==> config.mk <==
export PLATFORM = sky130hd
export DESIGN_NAME = gremlin_top
export DESIGN_NICKNAME = d
export VERILOG_FILES = /design/src/common/gremlin_pkg.sv /design/src/gremlin_top.sv /design/src/scheduler/transfer_scheduler.sv /design/src/slot_timer.sv /design/src/host_port.sv
export VERILOG_INCLUDE_DIRS = /design/src /design/src/common
export SDC_FILE = /design/constraint.sdc
export NUM_CORES = 1
export LEC_CHECK = 0
export ABC_CLOCK_PERIOD_IN_PS = 4500
export BUFFER_PORTS_ARGS = -buffer_cell sky130_fd_sc_hd__buf_2
export CAP_MARGIN = 15
export CORE_ASPECT_RATIO = 0.6
export CORE_UTILIZATION = 30
export CTS_BUF_LIST = sky130_fd_sc_hd__clkbuf_4 sky130_fd_sc_hd__clkbuf_8
export DETAILED_ROUTE_END_ITERATION = 8
export SLEW_MARGIN = 20
export SYNTH_ARGS = -nofsm -noshare
export SYNTH_HDL_FRONTEND = slang
export SYNTH_SLANG_ARGS = --single-unit
==> constraint.sdc <==
create_clock -name CLK -period 4.5 [get_ports CLK]
set_input_delay 0.225 -clock CLK [delete_from_list [all_inputs] [get_ports CLK]]
set_output_delay 0.225 -clock CLK [all_outputs]
set_load 0.05 [all_outputs]
==> src/common/gremlin_consts.svh <==
`ifndef GREMLIN_CONSTS_SVH
`define GREMLIN_CONSTS_SVH

// ------------------------------
// carousel timing
// ------------------------------

`define GREMLIN_SMALL_PERIOD 192      // small carousel length in cycles
`define GREMLIN_SMALL_W      8        // small counter width
`define GREMLIN_BIG_WIDTH    4        // big carousel width

`define GREMLIN_LANE0_SLOT   0        // small carousel position of lane 0
`define GREMLIN_LANE1_SLOT   96       // half a period later

// ------------------------------
// descriptor fields
// ------------------------------

`define GREMLIN_PAGE_W       20       // memory page address
`define GREMLIN_START_W      12       // block start offset
`define GREMLIN_COUNT_W      6        // requested / sent word count
`define GREMLIN_SECTION_W    2
`define GREMLIN_SEL_W        3        // switch input / output select codes

// ------------------------------
// sizes
// ------------------------------

`define GREMLIN_NUM_LANES    2
`define GREMLIN_NUM_SECTIONS 4        // one en_stb bit per section
`define GREMLIN_REFRESH_W    4        // pending refresh counter

`endif
==> src/common/gremlin_pkg.sv <==
`include "gremlin_consts.svh"

package gremlin_pkg;

  // ------------------------------
  // enums
  // ------------------------------

  typedef enum logic {
    LANE0 = 1'b0,
    LANE1 = 1'b1
  } lane_e;

  typedef enum logic [1:0] {
    S_IDLE    = 2'd0,                  // waiting for a slot
    S_REQUEST = 2'd1,                  // memory request out, waiting for grant
    S_BUSY    = 2'd2                   // block mover running
  } sched_state_e;

  // ------------------------------
  // structs
  // ------------------------------

  // one complete transfer as written by the host
  typedef struct packed {
    logic [`GREMLIN_PAGE_W-1:0]    page_addr;
    logic [`GREMLIN_START_W-1:0]   start;
    logic [`GREMLIN_COUNT_W-1:0]   count_req;
    logic [`GREMLIN_SECTION_W-1:0] section;
    logic                          rd_mem;     // memory is the source
    logic                          on_data;    // data side of the memory
    logic                          care_int;
  } descriptor_t;

  typedef struct packed {
    lane_e       lane;
    descriptor_t desc;
  } host_cmd_t;

  // what goes out to the block mover, switch and memory controller
  typedef struct packed {
    logic [`GREMLIN_START_W-1:0]   start;
    logic [`GREMLIN_COUNT_W-1:0]   count_req;
    logic [`GREMLIN_SECTION_W-1:0] section;
    logic [`GREMLIN_PAGE_W-1:0]    page_addr;
    logic                          care_int;
    logic [1:0]                    rst_mvblck;  // bit 1 is rd_mem
    logic [`GREMLIN_SEL_W-1:0]     swch_isel;
    logic [`GREMLIN_SEL_W-1:0]     swch_osel;
  } issue_t;

  // result of the last finished transfer of a lane
  typedef struct packed {
    logic [`GREMLIN_COUNT_W-1:0] count_sent;
    logic                        irq;
    logic                        abort;       // abrupt stop or device error
  } status_t;

endpackage

==> src/gremlin_top.sv <==
`timescale 1ns/10ps
`include "gremlin_consts.svh"

module gremlin_top (
  input  logic                             CLK,
  input  logic                             RST,
  // host write
  input  logic                             cmd_valid_i,
  input  gremlin_pkg::host_cmd_t           cmd_i,
  output logic                             cmd_ready_o,
  // host read
  input  logic                             rd_req_i,
  input  gremlin_pkg::lane_e               rd_lane_i,
  output gremlin_pkg::status_t             rd_data_o,
  output logic                             rd_valid_o,
  // block mover and memory controller
  output gremlin_pkg::issue_t              issue_o,
  output logic                             blck_issue_o,
  output logic [1:0]                       mcu_request_o,
  input  logic [1:0]                       mcu_grant_i,
  input  logic                             blck_working_i,
  input  logic [`GREMLIN_COUNT_W-1:0]      blck_count_sent_i,
  input  logic                             blck_irq_i,
  input  logic                             blck_abrupt_stop_i,
  input  logic                             blck_dev_err_i,
  // status
  output logic [`GREMLIN_NUM_SECTIONS-1:0] en_stb_o,
  output logic                             mcu_refresh_strobe_o
);

  import gremlin_pkg::*;

  logic [`GREMLIN_NUM_LANES-1:0]        pend_valid;
  descriptor_t [`GREMLIN_NUM_LANES-1:0] pend_desc;
  logic [`GREMLIN_NUM_LANES-1:0]        take;
  status_t [`GREMLIN_NUM_LANES-1:0]     lane_status;
  logic slot0;
  logic slot1;
  logic refresh_slot;

  host_port host_port_i (
    .CLK           (CLK),
    .RST           (RST),
    .cmd_valid_i   (cmd_valid_i),
    .cmd_i         (cmd_i),
    .cmd_ready_o   (cmd_ready_o),
    .rd_req_i      (rd_req_i),
    .rd_lane_i     (rd_lane_i),
    .rd_data_o     (rd_data_o),
    .rd_valid_o    (rd_valid_o),
    .take_i        (take),
    .lane_status_i (lane_status),
    .pend_valid_o  (pend_valid),
    .pend_desc_o   (pend_desc)
  );

  slot_timer slot_timer_i (
    .CLK            (CLK),
    .RST            (RST),
    .slot0_o        (slot0),
    .slot1_o        (slot1),
    .refresh_slot_o (refresh_slot)
  );

  transfer_scheduler transfer_scheduler_i (
    .CLK                  (CLK),
    .RST                  (RST),
    .slot0_i              (slot0),
    .slot1_i              (slot1),
    .refresh_slot_i       (refresh_slot),
    .pend_valid_i         (pend_valid),
    .pend_desc_i          (pend_desc),
    .take_o               (take),
    .lane_status_o        (lane_status),
    .issue_o              (issue_o),
    .blck_issue_o         (blck_issue_o),
    .mcu_request_o        (mcu_request_o),
    .mcu_grant_i          (mcu_grant_i),
    .blck_working_i       (blck_working_i),
    .blck_count_sent_i    (blck_count_sent_i),
    .blck_irq_i           (blck_irq_i),
    .blck_abrupt_stop_i   (blck_abrupt_stop_i),
    .blck_dev_err_i       (blck_dev_err_i),
    .en_stb_o             (en_stb_o),
    .mcu_refresh_strobe_o (mcu_refresh_strobe_o)
  );

endmodule

==> src/scheduler/transfer_scheduler.sv <==
`timescale 1ns/10ps
`include "gremlin_consts.svh"

module transfer_scheduler (
  input  logic                                              CLK,
  input  logic                                              RST,
  // slot timer
  input  logic                                              slot0_i,
  input  logic                                              slot1_i,
  input  logic                                              refresh_slot_i,
  // host port
  input  logic [`GREMLIN_NUM_LANES-1:0]                     pend_valid_i,
  input  gremlin_pkg::descriptor_t [`GREMLIN_NUM_LANES-1:0] pend_desc_i,
  output logic [`GREMLIN_NUM_LANES-1:0]                     take_o,
  output gremlin_pkg::status_t [`GREMLIN_NUM_LANES-1:0]     lane_status_o,
  // issue side
  output gremlin_pkg::issue_t                               issue_o,
  output logic                                              blck_issue_o,
  output logic [1:0]                                        mcu_request_o,
  input  logic [1:0]                                        mcu_grant_i,
  // block mover
  input  logic                                              blck_working_i,
  input  logic [`GREMLIN_COUNT_W-1:0]                       blck_count_sent_i,
  input  logic                                              blck_irq_i,
  input  logic                                              blck_abrupt_stop_i,
  input  logic                                              blck_dev_err_i,
  // status
  output logic [`GREMLIN_NUM_SECTIONS-1:0]                  en_stb_o,
  output logic                                              mcu_refresh_strobe_o
);

  import gremlin_pkg::*;

  sched_state_e state_q;
  lane_e        lane_q;                                    // lane in flight
  descriptor_t  desc_q;                                    // captured at launch
  logic         launch_q;                                  // issue mapping next edge
  logic         working_q;                                 // for falling-edge detect
  logic [`GREMLIN_REFRESH_W-1:0] refresh_debt_q;

  logic    idle;
  logic    launch0;
  logic    launch1;
  logic    launch;
  logic    granted;
  logic    work_done;
  logic    refresh_go;
  status_t done_status;

  // descriptor to switch / block mover coding
  function automatic issue_t map_issue(descriptor_t d);
    issue_t                    iss;
    logic [`GREMLIN_SEL_W-1:0] path;
    path           = {1'b0, d.on_data, ~d.on_data};
    iss.start      = d.start;
    iss.count_req  = d.count_req;
    iss.section    = d.section;
    iss.page_addr  = d.page_addr;
    iss.care_int   = d.care_int;
    iss.rst_mvblck = {d.rd_mem, ~d.rd_mem};
    iss.swch_isel  = d.rd_mem ? 3'b100 : path;             // codes swap with direction
    iss.swch_osel  = d.rd_mem ? path : 3'b100;
    return iss;
  endfunction

  // ------------------------------
  // decode
  // ------------------------------

  assign idle       = (state_q == S_IDLE) && !launch_q;
  assign launch0    = idle && slot0_i && pend_valid_i[LANE0];
  assign launch1    = idle && slot1_i && pend_valid_i[LANE1];
  assign launch     = launch0 || launch1;
  assign granted    = (state_q == S_REQUEST) && |(mcu_request_o & mcu_grant_i);
  assign work_done  = (state_q == S_BUSY) && working_q && !blck_working_i;
  assign refresh_go = idle && (refresh_debt_q != '0);

  assign done_status.count_sent = blck_count_sent_i;
  assign done_status.irq        = blck_irq_i;
  assign done_status.abort      = blck_abrupt_stop_i || blck_dev_err_i;

  always_ff @(posedge CLK)
  begin
    if (launch)
      desc_q <= launch1 ? pend_desc_i[LANE1] : pend_desc_i[LANE0];
  end

  // ------------------------------
  // dispatch FSM
  // ------------------------------

  always_ff @(posedge CLK)
  begin
    if (!RST)
    begin
      state_q              <= S_IDLE;
      lane_q               <= LANE0;
      launch_q             <= 1'b0;
      working_q            <= 1'b0;
      take_o               <= '0;
      issue_o              <= '0;
      mcu_request_o        <= '0;
      blck_issue_o         <= 1'b0;
      lane_status_o        <= '0;
      en_stb_o             <= '0;
      refresh_debt_q       <= '0;
      mcu_refresh_strobe_o <= 1'b0;
    end
    else
    begin
      take_o    <= {launch1, launch0};                     // one-cycle, empties holding reg
      launch_q  <= launch;
      working_q <= blck_working_i;

      if (launch)
        lane_q <= launch1 ? LANE1 : LANE0;

      if (launch_q)
      begin
        issue_o       <= map_issue(desc_q);
        mcu_request_o <= {desc_q.on_data, ~desc_q.on_data};
        state_q       <= S_REQUEST;
      end

      if (granted)
      begin
        blck_issue_o <= ~blck_issue_o;                     // toggle starts the mover
        state_q      <= S_BUSY;
      end

      if (work_done)
      begin
        mcu_request_o                  <= '0;
        issue_o.rst_mvblck             <= '0;
        lane_status_o[lane_q]          <= done_status;
        en_stb_o[issue_o.section]      <= ~en_stb_o[issue_o.section];
        state_q                        <= S_IDLE;
      end

      // refresh debt, paid back only while nothing is in flight
      case ({refresh_slot_i, refresh_go})
        2'b10:   refresh_debt_q <= refresh_debt_q + 1'b1;
        2'b01:   refresh_debt_q <= refresh_debt_q - 1'b1;
        default: refresh_debt_q <= refresh_debt_q;
      endcase

      if (refresh_go)
        mcu_refresh_strobe_o <= ~mcu_refresh_strobe_o;
    end
  end

endmodule

==> src/slot_timer.sv <==
`timescale 1ns/10ps
`include "gremlin_consts.svh"

module slot_timer (
  input  logic CLK,
  input  logic RST,
  output logic slot0_o,
  output logic slot1_o,
  output logic refresh_slot_o
);

  logic [`GREMLIN_SMALL_W-1:0]   small_q;
  logic [`GREMLIN_BIG_WIDTH-1:0] big_q;
  logic small_wrap;

  assign small_wrap = (small_q == `GREMLIN_SMALL_W'(`GREMLIN_SMALL_PERIOD - 1));

  // ------------------------------
  // carousels
  // ------------------------------

  always_ff @(posedge CLK)
  begin
    if (!RST)
    begin
      small_q <= '0;
      big_q   <= '0;
    end
    else if (small_wrap)
    begin
      small_q <= '0;
      big_q   <= big_q + 1'b1;                             // one step per small round
    end
    else
    begin
      small_q <= small_q + 1'b1;
    end
  end

  // ------------------------------
  // slot decode
  // ------------------------------

  assign slot0_o = (small_q == `GREMLIN_SMALL_W'(`GREMLIN_LANE0_SLOT));
  assign slot1_o = (small_q == `GREMLIN_SMALL_W'(`GREMLIN_LANE1_SLOT));

  // every other round the lane 0 slot also carries a refresh
  assign refresh_slot_o = slot0_o && big_q[0];

endmodule

==> src/host_port.sv <==
`timescale 1ns/10ps
`include "gremlin_consts.svh"

module host_port (
  input  logic                                              CLK,
  input  logic                                              RST,
  // host write
  input  logic                                              cmd_valid_i,
  input  gremlin_pkg::host_cmd_t                            cmd_i,
  output logic                                              cmd_ready_o,
  // host read
  input  logic                                              rd_req_i,
  input  gremlin_pkg::lane_e                                rd_lane_i,
  output gremlin_pkg::status_t                              rd_data_o,
  output logic                                              rd_valid_o,
  // scheduler side
  input  logic [`GREMLIN_NUM_LANES-1:0]                     take_i,
  input  gremlin_pkg::status_t [`GREMLIN_NUM_LANES-1:0]     lane_status_i,
  output logic [`GREMLIN_NUM_LANES-1:0]                     pend_valid_o,
  output gremlin_pkg::descriptor_t [`GREMLIN_NUM_LANES-1:0] pend_desc_o
);

  import gremlin_pkg::*;

  logic [`GREMLIN_NUM_LANES-1:0] pend_q;                   // holding register full
  descriptor_t [`GREMLIN_NUM_LANES-1:0] desc_q;
  logic accept;

  // ------------------------------
  // write side
  // ------------------------------

  // ready only towards a lane whose holding register is free
  assign cmd_ready_o = !pend_q[cmd_i.lane];
  assign accept      = cmd_valid_i && cmd_ready_o;

  always_ff @(posedge CLK)
  begin
    if (!RST)
    begin
      pend_q <= '0;
    end
    else
    begin
      for (int l = 0; l < `GREMLIN_NUM_LANES; l++)
      begin
        if (take_i[l])
          pend_q[l] <= 1'b0;                               // scheduler took it
        else if (accept && (cmd_i.lane == lane_e'(l)))
          pend_q[l] <= 1'b1;
      end
    end
  end

  always_ff @(posedge CLK)
  begin
    if (accept)
      desc_q[cmd_i.lane] <= cmd_i.desc;
  end

  assign pend_valid_o = pend_q;
  assign pend_desc_o  = desc_q;

  // ------------------------------
  // read side
  // ------------------------------

  // Fixed one-cycle latency. The data register is only loaded on a request,
  // so rd_data_o holds the last answer between reads.
  always_ff @(posedge CLK)
  begin
    if (!RST)
      rd_valid_o <= 1'b0;
    else
      rd_valid_o <= rd_req_i;
  end

  always_ff @(posedge CLK)
  begin
    if (rd_req_i)
      rd_data_o <= lane_status_i[rd_lane_i];               // status of last completion
  end

endmodule

# Word level (Yosys, flattened, before mapping)
# Index checks and enable logic that the tools add are counted.
[word_totals] input_bits=61 out_inout_bits=67 rom_bits=0 latchBits=0 mem_count=0 ff_bits=236 ramBits=0
[op_classes] n_eq_ne=6 reduce_logical=32 n_mux=22 mul=0 n_lt_le_gt_ge=7 n_div=0 shifts=0 bitwise_logic=8 add_sub_neg=4
[ops] cell="$bwmux W86" n=1
[ops] cell="$mux W43" n=2
[ops] cell="$demux W43 S1" n=1
[ops] cell="$mux W8" n=3
[ops] cell="$bwmux W16" n=1
[ops] cell="$logic_and A1 B1 Y1" n=16
[ops] cell="$reduce_or A2 Y1" n=5
[ops] cell="$add A4 B1 Y4 const B" n=2
[ops] cell="$add A8 B1 Y8 const B" n=1
[ops] cell="$demux W8 S1" n=1
[ops] cell="$eq A8 B7 Y1 const B" n=1
[ops] cell="$eq A8 B8 Y1 const B" n=1
[ops] cell="$logic_not A8 Y1" n=1
[ops] cell="$pmux W4 S2" n=1
[ops] cell="$not A1 Y1" n=7
[ops] cell="$lt A1 B2 Y1 const B" n=3
[ops] cell="$mux W3" n=2
[ops] cell="$mux W1" n=5
[ops] cell="$bwmux W4" n=1
[ops] cell="$eq A2 B1 Y1 const B" n=2
[ops] cell="$eq A2 B2 Y1 const B" n=2
[ops] cell="$mux W2" n=2
[ops] cell="$reduce_bool A2 Y1" n=2
[ops] cell="$reduce_bool A4 Y1" n=1
[ops] cell="11 further kinds" n=15

# Longest topological paths before layout
[depth] ltp_word=5 depth_mapped=11 depth_no_buf=11

# Modules after synthesis
# A second synthesis with hierarchy kept.
[hier_totals] hier_cells=574 area_unflattened_um2=8536.9
[modules_own_cells] mod="transfer_scheduler" instances=1 cells_each=403 area_per_inst_um2=5007.3 seq_area_each_um2=2972.9
[modules_own_cells] mod="host_port" instances=1 cells_each=117 area_per_inst_um2=3075.4 seq_area_each_um2=2882.8
[modules_own_cells] mod="slot_timer" instances=1 cells_each=54 area_per_inst_um2=454.2 seq_area_each_um2=180.2

# Worst setup path after synthesis
# OpenSTA, ideal clock, no wires.
[synth_timing] kind="reg-to-reg" start="register host_port_i.pend_q[0] (netlist: host_port_i.pend_valid_o[0])" end="register host_port_i.desc_q, in the netlist host_port_i.pend_desc_o[0], enable pin" setup_time_ns=0.508 path_buffers=0 arrival_time_ns=3.558 stages_incl_launch_ff=2 path_slack_ns=0.434 required_ns=3.992 path_cell_list="dfxtp_1 -> nor3b_1"
[synth_between] elab_chain_cells=4
[synth_rtl] element="start: declaration" line_no="host_port.sv:25" rtl="logic [`GREMLIN_NUM_LANES-1:0] pend_q;"
[synth_rtl] element="start signal: assignment" line_no="host_port.sv:41" rtl="pend_q <= '0;"
[synth_rtl] element="start signal: indexed assignment" line_no="host_port.sv:48" rtl="pend_q[l] <= 1'b0;"
[synth_rtl] element="start signal: indexed assignment" line_no="host_port.sv:50" rtl="pend_q[l] <= 1'b1;"
[synth_rtl] element="$mux W1 (not written as such) (2 in a row)" line_no="host_port.sv:34" rtl="assign cmd_ready_o = !pend_q[cmd_i.lane];"
[synth_rtl] element="$logic_not A1 Y1" line_no="host_port.sv:34"
[synth_rtl] element="$logic_and A1 B1 Y1" line_no="host_port.sv:35" rtl="assign accept = cmd_valid_i && cmd_ready_o;"
[synth_rtl] element="end signal: indexed assignment" line_no="host_port.sv:58" rtl="desc_q[cmd_i.lane] <= cmd_i.desc;"
[synth_rtl] element="end: declaration" line_no="host_port.sv:26" rtl="descriptor_t [`GREMLIN_NUM_LANES-1:0] desc_q;"
# No other way between the ends. The select of a mux whose other input is x is not followed.
# A chain may end at the register's enable or synchronous reset.

# Final worst setup path
[layout_timing] start="register transfer_scheduler_i.launch_q" end="register transfer_scheduler_i.desc_q[2] (netlist bit) (data pin)"
[layout_between] elab_chain_cells=5
[layout_rtl] element="start: declaration" line_no="transfer_scheduler.sv:37" rtl="logic launch_q;"
[layout_rtl] element="start signal: assignment" line_no="transfer_scheduler.sv:112" rtl="launch_q <= launch;"
[layout_rtl] element="$logic_not A1 Y1" line_no="transfer_scheduler.sv:70" rtl="assign idle = (state_q == S_IDLE) && !launch_q;"
[layout_rtl] element="$logic_and A1 B1 Y1" line_no="transfer_scheduler.sv:70"
[layout_rtl] element="$logic_and A1 B1 Y1 (2 in a row)" line_no="transfer_scheduler.sv:72" rtl="assign launch1 = idle && slot1_i && pend_valid_i[LANE1];"
[layout_rtl] element="$mux W43" line_no="transfer_scheduler.sv:85" rtl="desc_q <= launch1 ? pend_desc_i[LANE1] : pend_desc_i[LANE0];"
[layout_rtl] element="end signal: assignment" line_no="transfer_scheduler.sv:85"
[layout_rtl] element="end: declaration" line_no="transfer_scheduler.sv:36" rtl="descriptor_t desc_q;"
# No other way between the ends.

==> impl_metrics.toml <==
[die]
pin_count = 128
fp-row-count = 47
initial_utilization = 0.311
dieArea_sq_um = 29800
die_h_um = 134
chipWidth_um = 222
coreArea_sq_um = 28100

[finish]
final_nets = 834
final_cell_mix = "137 x edfxtp_1, 127 x buf_2, 95 x dfxtp_1, 53 x mux2i_1, 53 x dlygate4sd3_1"
post-route-util = 0.391
syn_to_final_growth_pct = 25.7
fin_area_sq_um = 11000
antennaDiodeCount = 0
drive_above_1_share = 0.326
final_common_cell = "edfxtp_1"

[cts]
cts.sinks = 233
htree_levels = 2
cts_tree = "done"
clk_pin_slew_ns = 0.07
cts_buffers = 36
cts_resized = 0
clk_path_buf_depth = 3
clock_latency_ns = 0.54
cts-root-buf = "clkbuf_8"

[synthesis]
synth_flop_cell = "edfxtp_1"
syn-cell-area_sq_um = 8730
ys_types = 46
post_synth.cell_area_avg_sq_um = 15.5
ys_ff_latch = 233
ys_warn_count = 0
syn_inst = 564
synth_fp_nets = 631
synth_edf_count = 137
synthArstFlopShare = 0
yosysSeqAreaShare = 0.691

[worst_hold_path]
worstHoldPathCells = 4
hp-class = "in2reg"

[placement]
postPlaceCellArea_sq_um = 9750
dp_hpwl_um = 11600
port_buffers = 127
place.gp.congestion = 0.735

[run_status]
status = "finished clean"

[setup_path]
cp_max_fo = 48
cp.required_ns = 4.79
startpoint_type = "register"
setup.worst_path.end_class = "register"
reg2reg_depth = 4
crit_arrival_ns = 3.32
criticalPathCategory = "reg2reg"
ff2ff_setup_slack_ns = 1.46

[pwr]
p_per_area_nw_per_um2 = 415
power_mw = 4.56
ir_worst_vdd_mv = 0.179
leakage_nw = 4.14

[sta]
worst_pin_slew_ns = 1.07
max_slew_margin = 0.287
final_hold_viol_count = 0
post-route-period-util = 0.675
finalMaxSlewViolations = 0
setup_tns_ns = 0
period_minus_slack_ns = 3.04
setup_violations = 0
max_clock_freq_mhz = 329
skew_ns = 0.0183
rsz0062_at_grt = "no"

[route]
drc = 0
vias_per_cell = 4.23
wl_per_cell_um = 15.8
first_pass_iters = 4
routed_wl_um = 18300
drt_iter0_drc = 247
vias = 4912
postRouteAntennaNets = 0

[global_route]
grt_pass1_wl_um = 28400
grt_usage = 0.125
antenna_found_initial = 0
first_global_vias = 5041
grt-ovfl-total = 0
grt_max_degree = 51

[job]
cap_violations = 0
cells in the mapped netlist, types with 3 or more instances:
master / instances / area [sq um]
nand2b_1: 4 / 25.0
mux2_2: 12 / 135
inv_1: 7 / 26.3
and2_1: 15 / 93.8
nor3b_1: 5 / 37.5
o21ai_0: 3 / 15.0
clkbuf_1: 11 / 41.3
ha_1: 5 / 62.6
buf_2: 6 / 30.0
nor3_1: 4 / 20.0
nor2_1: 19 / 71.3
buf_12: 4 / 80.1
mux2_4: 39 / 586
nand3_1: 14 / 70.1
xnor2_1: 5 / 43.8
edfxtp_1: 137 / 4110
nor2b_1: 49 / 307
a21boi_0: 11 / 82.6
dfxtp_1: 96 / 1920
a21oi_1: 7 / 35.0
nand2_1: 25 / 93.8
xor2_1: 8 / 70.1
mux2i_1: 53 / 531
o21a_1: 3 / 22.5
worst max-delay path: stages, from the launching register on:
cell     delay (ns)
dfxtp_4        0.60
nor3_1         0.53
nand4_2        0.32
nor2_8         0.88
mux2_2         0.42
through the flow:
stage | hold slack [ns] | setup slack, ns | instances
final | 0.0414 | 1.46 | 1161
after global routing | 0.0254 | 1.30 | 1161
after CTS | 0.00316 | 1.40 | 1161
after detailed placement | 0.381 | 1.44 | 1043
after global placement | 0.376 | 1.55 | 1043
after floorplan | 0.324 | 0.434 | 564
kinds of logic (layout without fill, tap and decap cells):
group / Yosys count / in the layout / share of synthesized area
xor gates and xnor gates: 13 / 13 / 0.0130
adders and majority gates: 6 / 6 / 0.00946
buffers and inverters: 29 / 259 / 0.0208
AOI/OAI and AO/OA: 31 / 31 / 0.0254
and+or+nand+nor: 148 / 148 / 0.0969
DFF: 233 / 233 / 0.691
muxes: 104 / 104 / 0.143
registers in the layout, indices dropped and copies added, names as in the netlist, 2 cells and up:
signal	count
host_port_i.pend_valid_o	2
slot_timer_i.small_q	8
transfer_scheduler_i.state_q	2
transfer_scheduler_i.issue_o	49
transfer_scheduler_i.desc_q	43
host_port_i.pend_desc_o	86
transfer_scheduler_i.refresh_debt_q	4
host_port_i.rd_data_o	8
transfer_scheduler_i.take_o	2
transfer_scheduler_i.en_stb_o	4
transfer_scheduler_i.lane_status_o	16
transfer_scheduler_i.mcu_request_o	2
layout make-up:
class	instances	area, sq um
multi-input cells	302	2540
clock inverters	12	66.3
inverters	8	30.0
flip-flops and latches	233	6040
fillers	2660	17100
clock buffers	53	629
well taps	367	459
repair buffers	186	1210
where the power goes:
| part | internal (mW) | total (mW) | switching (mW) | leakage [nW] |
|---|---|---|---|---|
| Combinational | 0.192 | 0.427 | 0.235 | 1.71 |
| Sequential | 2.35 | 2.40 | 0.0511 | 2.05 |
| Clock | 0.906 | 1.73 | 0.826 | 0.377 |
metal layers:
layer  global-route usage  share of wire  vias to the layer above
met5                    0              0                        -
li1                     -              -                     2438
met1                0.170           0.49                     2336
met4               0.0421          0.017                        0
met3               0.0359          0.058                       30
met2                0.190           0.44                      108
worst paths after layout:
check,from,to
setup / recovery,transfer_scheduler_i.launch_q,transfer_scheduler_i.desc_q[2]
hold / removal,blck_dev_err_i,transfer_scheduler_i.lane_status_o[0]
setup reg to reg,transfer_scheduler_i.launch_q,transfer_scheduler_i.desc_q[2]
hold reg to reg,transfer_scheduler_i.take_o[1],host_port_i.pend_valid_o[1]
repair_timing:
item                      in CTS  in global routing
hold buffers                  53                  0
hold endpoints to repair     102                  0
setup buffers                  0                  0
No activity file was read; power rests on OpenSTA's default activity.
